$ cat src/hw/plot_ctrl_pkg.sv
package plot_ctrl_pkg;

	// controller states, held in three bits
	typedef enum logic [2:0] {
		load_x       = 3'd0,
		load_x_wait  = 3'd1,
		load_y_color = 3'd2,
		wait_plot    = 3'd3,
		draw         = 3'd4,
		draw_step    = 3'd5,
		done         = 3'd6,
		background   = 3'd7
	} plot_state_t;

	// control word from the FSM to the datapath
	typedef struct packed {
		logic load_x;      // capture x from coord_in
		logic load_yc;     // capture y and colour
		logic box_write;   // issue corner plus offset
		logic box_step;    // advance box offset, x fastest
		logic sweep;       // candidate comes from the sweep counter
		logic count_clear; // zero both counters
		logic sweep_write; // issue sweep pixel and advance
	} ctrl_t;

endpackage

$ cat src/hw/plot_pkg.sv
package plot_pkg;

	// screen coordinates, wide enough for the 160 by 120 frame buffer
	typedef logic [7:0] coord_x_t;
	typedef logic [6:0] coord_y_t;

	// 3-bit rgb, one bit per channel
	typedef logic [2:0] color_t;

	// one pixel write as seen by the frame buffer port
	typedef struct packed {
		coord_x_t x;
		coord_y_t y;
		color_t   color;
	} pixel_t;

	// colour used by the full screen sweep
	localparam color_t COLOR_BLANK = 3'd0;

	// largest values the coordinate fields can hold
	localparam coord_x_t X_FIELD_MAX = '1;
	localparam coord_y_t Y_FIELD_MAX = '1;

endpackage

$ cat src/hw/box_plotter.sv
`timescale 1ns/100ps

module box_plotter #(
	parameter int BOX_SIZE = 16,
	parameter int SCREEN_W = 160,
	parameter int SCREEN_H = 120
) (
	input  logic             clk,
	input  logic             resetn,
	input  logic             go,
	input  logic             plot,
	input  logic             background,
	input  logic [7:0]       coord_in,
	input  plot_pkg::color_t color_in,
	output plot_pkg::pixel_t pixel,
	output logic             pixel_we,
	output logic             busy
);

	plot_ctrl_pkg::ctrl_t ctrl;
	logic                 box_last;
	logic                 sweep_last;
	plot_pkg::pixel_t     cand;
	logic                 cand_we;

	plot_control u_control (
		.clk        (clk),
		.resetn     (resetn),
		.go         (go),
		.plot       (plot),
		.background (background),
		.box_last   (box_last),
		.sweep_last (sweep_last),
		.ctrl       (ctrl),
		.busy       (busy)
	);

	plot_datapath #(
		.BOX_SIZE (BOX_SIZE),
		.SCREEN_W (SCREEN_W),
		.SCREEN_H (SCREEN_H)
	) u_datapath (
		.clk        (clk),
		.resetn     (resetn),
		.ctrl       (ctrl),
		.coord_in   (coord_in),
		.color_in   (color_in),
		.box_last   (box_last),
		.sweep_last (sweep_last),
		.cand       (cand),
		.cand_we    (cand_we)
	);

	pixel_output #(
		.SCREEN_W (SCREEN_W),
		.SCREEN_H (SCREEN_H)
	) u_output (
		.clk      (clk),
		.resetn   (resetn),
		.cand     (cand),
		.cand_we  (cand_we),
		.pixel    (pixel),
		.pixel_we (pixel_we)
	);

endmodule

$ cat src/hw/pixel_output.sv
`timescale 1ns/100ps

module pixel_output #(
	parameter int SCREEN_W = 160,
	parameter int SCREEN_H = 120
) (
	input  logic             clk,
	input  logic             resetn,
	input  plot_pkg::pixel_t cand,
	input  logic             cand_we,
	output plot_pkg::pixel_t pixel,
	output logic             pixel_we
);

	logic on_screen;

	// the only screen bound check in the design
	assign on_screen = (32'(cand.x) < SCREEN_W) && (32'(cand.y) < SCREEN_H);

	// hold the last written pixel between strobes
	always_ff @(posedge clk) begin
		if (cand_we)
			pixel <= cand;
	end

	always_ff @(posedge clk) begin
		if (!resetn)
			pixel_we <= 1'b0;
		else
			pixel_we <= cand_we && on_screen; // off-screen pixels dropped
	end

endmodule

$ cat src/hw/plot_control.sv
`timescale 1ns/100ps

module plot_control (
	input  logic                 clk,
	input  logic                 resetn,
	input  logic                 go,
	input  logic                 plot,
	input  logic                 background,
	input  logic                 box_last,
	input  logic                 sweep_last,
	output plot_ctrl_pkg::ctrl_t ctrl,
	output logic                 busy
);

	plot_ctrl_pkg::plot_state_t state;
	plot_ctrl_pkg::plot_state_t next_state;

	// next state
	always_comb begin
		next_state = state;
		unique case (state)
			plot_ctrl_pkg::load_x: begin
				if (go)
					next_state = plot_ctrl_pkg::load_x_wait;
			end
			plot_ctrl_pkg::load_x_wait: begin
				if (!go)
					next_state = plot_ctrl_pkg::load_y_color; // go has fallen
			end
			plot_ctrl_pkg::load_y_color: begin
				if (plot)
					next_state = plot_ctrl_pkg::wait_plot;
			end
			plot_ctrl_pkg::wait_plot: begin
				if (!plot)
					next_state = plot_ctrl_pkg::draw;
			end
			plot_ctrl_pkg::draw: begin
				// box_last reflects the offset written in this cycle
				if (box_last)
					next_state = plot_ctrl_pkg::done;
				else
					next_state = plot_ctrl_pkg::draw_step;
			end
			plot_ctrl_pkg::draw_step: begin
				next_state = plot_ctrl_pkg::draw;
			end
			plot_ctrl_pkg::done: begin
				next_state = plot_ctrl_pkg::load_x;
			end
			plot_ctrl_pkg::background: begin
				if (sweep_last)
					next_state = plot_ctrl_pkg::done;
			end
			default: begin
				next_state = plot_ctrl_pkg::load_x;
			end
		endcase

		// background request wins everywhere but in the sweep itself
		if (background && state != plot_ctrl_pkg::background)
			next_state = plot_ctrl_pkg::background;
	end

	// one control word per state
	always_comb begin
		ctrl = '0;
		unique case (state)
			plot_ctrl_pkg::load_x: begin
				ctrl.load_x = 1'b1;
			end
			plot_ctrl_pkg::load_y_color: begin
				ctrl.load_yc = 1'b1;
			end
			plot_ctrl_pkg::draw: begin
				ctrl.box_write = 1'b1;
			end
			plot_ctrl_pkg::draw_step: begin
				ctrl.box_step = 1'b1;
			end
			plot_ctrl_pkg::done: begin
				ctrl.count_clear = 1'b1;
			end
			plot_ctrl_pkg::background: begin
				ctrl.sweep       = 1'b1;
				ctrl.sweep_write = 1'b1;
			end
			default: begin
				ctrl = '0; // load_x_wait and wait_plot only wait
			end
		endcase
	end

	// idle while the operator is still entering a command
	always_comb begin
		unique case (state)
			plot_ctrl_pkg::load_x,
			plot_ctrl_pkg::load_x_wait,
			plot_ctrl_pkg::load_y_color: busy = 1'b0;
			default:                     busy = 1'b1;
		endcase
	end

	always_ff @(posedge clk) begin
		if (!resetn)
			state <= plot_ctrl_pkg::load_x;
		else
			state <= next_state;
	end

endmodule

$ cat src/hw/plot_datapath.sv
`timescale 1ns/100ps

module plot_datapath #(
	parameter int BOX_SIZE = 16,
	parameter int SCREEN_W = 160,
	parameter int SCREEN_H = 120
) (
	input  logic                 clk,
	input  logic                 resetn,
	input  plot_ctrl_pkg::ctrl_t ctrl,
	input  logic [7:0]           coord_in,
	input  plot_pkg::color_t     color_in,
	output logic                 box_last,
	output logic                 sweep_last,
	output plot_pkg::pixel_t     cand,
	output logic                 cand_we
);

	localparam int OFF_W = (BOX_SIZE > 1) ? $clog2(BOX_SIZE) : 1;

	typedef logic [OFF_W-1:0] offset_t;
	typedef logic [8:0]       sum_t;    // corner plus offset with carry

	localparam offset_t            OFF_LAST     = offset_t'(BOX_SIZE - 1);
	localparam plot_pkg::coord_x_t SWEEP_X_LAST = plot_pkg::coord_x_t'(SCREEN_W - 1);
	localparam plot_pkg::coord_y_t SWEEP_Y_LAST = plot_pkg::coord_y_t'(SCREEN_H - 1);

	plot_pkg::coord_x_t corner_x;
	plot_pkg::coord_y_t corner_y;
	plot_pkg::color_t   color;

	offset_t off_x;
	offset_t off_y;

	plot_pkg::coord_x_t sweep_x;
	plot_pkg::coord_y_t sweep_y;

	sum_t sum_x;
	sum_t sum_y;

	// box corner and colour
	always_ff @(posedge clk) begin
		if (ctrl.load_x)
			corner_x <= plot_pkg::coord_x_t'(coord_in);
		if (ctrl.load_yc) begin
			corner_y <= coord_in[6:0]; // y uses the low bits only
			color    <= color_in;
		end
	end

	// box offset, raster order with x fastest
	assign box_last = (off_x == OFF_LAST) && (off_y == OFF_LAST);

	always_ff @(posedge clk) begin
		if (!resetn || ctrl.count_clear) begin
			off_x <= '0;
			off_y <= '0;
		end else if (ctrl.box_step) begin
			if (off_x == OFF_LAST) begin
				off_x <= '0;
				off_y <= off_y + offset_t'(1);
			end else begin
				off_x <= off_x + offset_t'(1);
			end
		end
	end

	// whole screen sweep, one pixel per cycle
	assign sweep_last = (sweep_x == SWEEP_X_LAST) && (sweep_y == SWEEP_Y_LAST);

	always_ff @(posedge clk) begin
		if (!resetn || ctrl.count_clear) begin
			sweep_x <= '0;
			sweep_y <= '0;
		end else if (ctrl.sweep_write) begin
			if (sweep_x == SWEEP_X_LAST) begin
				sweep_x <= '0;
				sweep_y <= sweep_last ? '0 : sweep_y + plot_pkg::coord_y_t'(1);
			end else begin
				sweep_x <= sweep_x + plot_pkg::coord_x_t'(1);
			end
		end
	end

	assign sum_x = sum_t'(corner_x) + sum_t'(off_x);
	assign sum_y = sum_t'(corner_y) + sum_t'(off_y);

	// a carry out of a field pins it at its top value,
	// which lies past the screen edge and gets clipped downstream
	always_comb begin
		if (ctrl.sweep) begin
			cand.x     = sweep_x;
			cand.y     = sweep_y;
			cand.color = plot_pkg::COLOR_BLANK;
		end else begin
			cand.x     = sum_x[8] ? plot_pkg::X_FIELD_MAX : sum_x[7:0];
			cand.y     = (sum_y[8:7] != 2'b00) ? plot_pkg::Y_FIELD_MAX : sum_y[6:0];
			cand.color = color;
		end
	end

	assign cand_we = ctrl.box_write | ctrl.sweep_write;

endmodule

$ cat config.mk
export PLATFORM = sky130hd
export DESIGN_NAME = box_plotter
export DESIGN_NICKNAME = d
export VERILOG_FILES = /design/src/hw/plot_ctrl_pkg.sv /design/src/hw/plot_pkg.sv /design/src/hw/box_plotter.sv /design/src/hw/pixel_output.sv /design/src/hw/plot_control.sv /design/src/hw/plot_datapath.sv
export SDC_FILE = /design/constraint.sdc
export NUM_CORES = 1
export LEC_CHECK = 0
export ABC_AREA = 1
export BUFFER_PORTS_ARGS = -buffer_cell sky130_fd_sc_hd__buf_4
export CAP_MARGIN = 20
export CORE_UTILIZATION = 40
export CTS_CLUSTER_SIZE = 8
export DETAILED_ROUTE_END_ITERATION = 6
export MAX_ROUTING_LAYER = met4
export PLACE_DENSITY = 0.62
export SLEW_MARGIN = 5
export SYNTH_ARGS = -nofsm -noshare
export SYNTH_HDL_FRONTEND = slang
export SYNTH_SLANG_ARGS = --single-unit
$ cat constraint.sdc
create_clock -name clk -period 2.9 [get_ports clk]
set_clock_uncertainty 0.15 [all_clocks]
set_input_delay 0.435 -clock clk [delete_from_list [all_inputs] [get_ports clk]]
set_output_delay 0.435 -clock clk [all_outputs]
set_load 0.01 [all_outputs]
# --- Word level (Yosys, flattened, before mapping) ---
# Cells that the tools add are included.
word_totals:
  reg_bits: 63
  inputBits: 16
  output_inout_bits: 20
op_classes:
  n_addsub: 6
  magnitude_cmp: 2
  n_eq_ne: 17
  n_mux: 21
  n_bitwise: 1
  reduce_logical: 13
ops:
  columns: ["op", "n"]
  rows:
  - ["3-bit one-hot mux with 8 select lines", 1]
  - ["18-bit two-way mux", 1]
  - ["3-bit two-way mux", 6]
  - ["8-bit two-way mux", 2]
  - ["7-bit two-way mux", 2]
  - ["3-bit == test (second input constant)", 4]
  - ["3-bit by 2-bit inequality test with 1-bit output (second input constant)", 4]
  - ["8-bit by 4-bit adder with 9-bit output", 1]
  - ["4-bit by 1-bit adder with 4-bit output (second input constant)", 2]
  - ["7-bit by 4-bit adder with 8-bit output", 1]
  - ["8-bit by 1-bit adder with 8-bit output (second input constant)", 1]
  - ["4-bit == test (second input constant)", 2]
  - ["8-bit == test (second input constant)", 1]
  - ["8-bit < comparator (second input constant)", 1]
  - ["7-bit by 1-bit adder with 7-bit output (second input constant)", 1]
  - ["7-bit == test (second input constant)", 1]
  - ["7-bit < comparator (second input constant)", 1]
  - ["1-bit two-way mux", 7]
  - ["3-bit by 2-bit == test with 1-bit output (second input constant)", 2]
  - ["1-bit logical AND", 5]
  - ["5-bit AND reduction", 1]
  - ["4-bit two-way mux", 1]
  - ["2-bit AND reduction", 2]
  - ["3-bit by 1-bit == test with 1-bit output (second input constant)", 1]
  - ["9 further kinds", 9]

# --- Depth between registers and ports, before layout ---
logic_depth:
  word_depth: 7
  depth_mapped: 14
  mapped_depth_nobuf: 14

# --- By module ---
# Synthesis repeated with hierarchy kept, for this count alone.
unflattened:
  cells_unflattened: 383
  area_unflattened_um2: 3305.7
modules_own_cells:
  columns: ["mod", "instances", "cells_per_inst", "area_each_um2", "seq_area_each_um2"]
  rows:
  - ["plot_datapath", 1, 302, 2411.1, 1001.0]
  - ["pixel_output", 1, 27, 591.8, 560.5]
  - ["plot_control", 1, 54, 302.8, 60.1]

# --- Worst setup path before layout ---
# OpenSTA, ideal clock, no wires.
synth_path:
  path_type: "register -> register"
  startpoint: "register u_datapath.corner_x[0]"
  endpoint: "register, netlist name u_output.pixel[17]"
  arrival_ns: 1.710
  required_time_ns: 2.499
  slack_ns: 0.790
  stages_incl_launch_ff: 9
  path_buffers: 0
  period_less_slack_ns: 2.110
  path_cell_list: "edfxtp_1 ha_1 fa_1 nand3_1 nand2_1 a21oi_1 nand3_1 nand2_1 inv_1"
synth_lines:
  columns: ["item", "line", "text"]
  rows:
  - ["start, declared", "plot_datapath.sv:28", "plot_pkg::coord_x_t corner_x;"]
  - ["start signal, assigned", "plot_datapath.sv:44", "corner_x <= plot_pkg::coord_x_t'(coord_in);"]

==> impl_metrics.env <==
export IMPL_status="finished clean"
export IMPL_clock_root_buffer="clkbuf_8"
export IMPL_cp_end_kind="flip-flop"
export IMPL_die_area_sq_um=8390
export IMPL_arrival_ns=2.32
export IMPL_yosys_warnings=0
export IMPL_htree_levels=3
export IMPL_vdd_ir_drop_max_uv=210
export IMPL_finalNonFillerCells=527
export IMPL_syn_area_per_cell_sq_um=8.56
export IMPL_ys_seq_area_share_pct=50.5
export IMPL_tritoncts="built"
export IMPL_clkLatencyLatePin_ns=0.34
export IMPL_synth_top_flop_cell="edfxtp_1"
export IMPL_fin_crit_sh_pct=81.9
export IMPL_dp_hpwl_microns=4900
export IMPL_drive_gt1_share_pct=16.2
export IMPL_syn_area_sq_um=3210
export IMPL_worstSetupStartpoint="u_datapath.corner_x[0]$_DFFE_PN_"
export IMPL_rr_worst_depth=8
export IMPL_viasPerCell=4.78
export IMPL_initialDrtViolationCount=187
export IMPL_worstPathRequired_ns=2.84
export IMPL_r2r_start="u_datapath.corner_x[0]$_DFFE_PN_"
export IMPL_max_slew_margin_pct=67.4
export IMPL_clkSlewWorstSetupHoldPaths_ns=0.07
export IMPL_nets=450
export IMPL_cts_num_sinks=63
export IMPL_num_vias=2521
export IMPL_ant_nets=0
export IMPL_synth_largest_area_cell="edfxtp_1"
export IMPL_fin_tns_setup_ns=0
export IMPL_p_leak_nw=1.64
export IMPL_grt_remaining_overflow=0
export IMPL_ys_types=34
export IMPL_critPathMaxFanout=7
export IMPL_syn_nets=405
export IMPL_synth_async_reset_ratio_pct=0
export IMPL_synthCells=375
export IMPL_io_pins=36
export IMPL_dp_cells=511
export IMPL_synth_edf_count=36
export IMPL_place_congestion=0.896
export IMPL_die_h_microns=91.6
export IMPL_dp_slack_ns=0.542
export IMPL_drt_pass1_iterations=4
export IMPL_diodes=0
export IMPL_finalCriticalPeriod_ns=2.38
export IMPL_rows=32
export IMPL_final_hold_viol_count=0
export IMPL_grt_antenna_before_repair=0
export IMPL_max_cap_violations=0
export IMPL_holdPathStages=1
export IMPL_rsz0062_at_grt="false"
export IMPL_numCtsBuffers=9
export IMPL_crit_type="reg2reg"
export IMPL_cts_setup_buffers=0
export IMPL_routed_wl_microns=6430
export IMPL_fillers=741
export IMPL_maxSlewViolCount=0
export IMPL_cts_resized=0
export IMPL_powerDensity_nw_per_um2=566
export IMPL_start_kind="flip-flop"
export IMPL_grt_max_degree=20
export IMPL_grt_usage_pct=17.6
export IMPL_grt_pass1_vias=2360
export IMPL_hp_start="color_in[0]"
export IMPL_synth_top_cell_area_share_pct=33.7
export IMPL_max_freq_mhz=421
export IMPL_io_buffers=35
export IMPL_cts_buffer_depth=2
export IMPL_syn2layout_area_growth_pct=17.7
export IMPL_wl_per_cell_microns=12.2
export IMPL_synth_seq_cells=63
export IMPL_fp_dieW_microns=91.6
export IMPL_finalSetupViolCount=0
export IMPL_postCtsHoldBufs=0
export IMPL_fin_ws_ns=0.525
export IMPL_worstMarginPinSlew_ns=0.490
export IMPL_start_util_pct=41.5
export IMPL_hp_class="in2reg"
export IMPL_post_route_drc_count=0
export IMPL_ys_top_cells_by_area="edfxtp_1 (34%), dfxtp_1 (17%), nand2_1 (8.9%)"
export IMPL_grt_pass1_wl_microns=11000
export IMPL_core_area_sq_um=7730
## cells by family (layout without fill, tap and decap cells)
kind of cell,count (synthesis),in the layout,share of synthesized area [%]
AO/OA/AOI/OAI,44,44,7.56
flip-flops,63,63,50.5
XOR/XNOR,7,7,1.91
adder cells (fa/ha/maj),14,14,5.92
AND/OR/NAND/NOR,179,179,25.8
buffers and inverters,68,118,8.30
## synth_stat cells, types with 2 or more instances
cell type  number
buf_2           2
inv_1          57
xor2_1          4
o21ai_0        16
a211oi_1        2
dfxtp_1        27
nor2_1         39
inv_2           6
fa_1            2
nor2_4          5
nor2_2          2
nor3_1         11
edfxtp_1       36
a21oi_1        16
xnor2_1         3
o21ai_1         2
a31oi_1         2
nand2_1        76
nand4_1        11
nand3_1        27
ha_1           12
nand2_2         3
a22oi_1         3
## critical path, stage by stage, from the launching register on
cell      delay [ns]
edfxtp_1        0.37
ha_1            0.23
fa_1            0.43
nand3_1         0.11
nand2_1         0.10
a21oi_1         0.42
nand3_1         0.17
nand2_1         0.12
inv_1           0.04
## flip-flops by register name, summed over array words and instances, names as in the netlist
| signal | cells |
|---|---|
| u_datapath.color | 3 |
| u_datapath.off_x | 4 |
| u_datapath.sweep_x | 8 |
| u_output.pixel | 18 |
| u_datapath.corner_x | 8 |
| u_control.state | 3 |
| u_output.pixel_we | 1 |
| u_datapath.sweep_y | 7 |
| u_datapath.off_y | 4 |
| u_datapath.corner_y | 7 |
## final timing paths
check                                                        to  slack (ns)
worst max-delay path               u_output.pixel[16]$_DFFE_PP_        0.52
worst min register to register  u_output.pixel[1]$_SDFFCE_PP0P_        0.36
worst max register to register     u_output.pixel[16]$_DFFE_PP_        0.52
worst min-delay path              u_datapath.color[0]$_DFFE_PN_        0.13
## layout make-up
class	count	area, sq um	area share [%]
repair buffers	37	278	7.35
inverters	65	249	6.59
clock inverters	4	46.3	1.22
well taps	102	128	3.38
flip-flops and latches	63	1620	42.9
clock buffers	12	135	3.57
multi-input cells	244	1320	35.0
## through the flow
step / power (mW) / util, % / hold WS [ns] / instance area, sq um
3_5_place_dp: 1.44 / 46.6 / 0.343 / 3600
3_3_place_gp: 1.44 / 46.6 / 0.336 / 3600
6_report: 2.14 / 48.9 / 0.126 / 3780
5_1_grt: 2.25 / 48.9 / 0.0923 / 3780
2_1_floorplan: 1.31 / - / 0.307 / 3210
4_1_cts: 2.16 / 48.9 / 0.109 / 3780
## cell usage in the layout, fill, tap and decap left out, types with 12 or more instances in the layout
cell and count:
dfxtp_1 27, edfxtp_1 36, ha_1 12, nand3_1 27, a21oi_1 16, nand2_1 76, buf_4 37, o21ai_0 16
nor2_1 39, inv_1 57
## power breakdown
group	switching, mW	total [mW]	internal [mW]
Sequential	0.0454	1.09	1.04
Combinational	0.207	0.338	0.131
Clock	0.324	0.717	0.394
Total	0.576	2.14	1.56
## routing by layer
layer / vias to the layer above / track usage [%] / part of all wire [%]
li1: 1335 / - / -
met1: 1121 / 22.4 / 50
met2: 50 / 26.3 / 43
met3: 15 / 4.10 / 3.8
met4: 0 / 8.86 / 2.5
met5: - / - / 0
No activity file was read; power rests on OpenSTA's default activity.
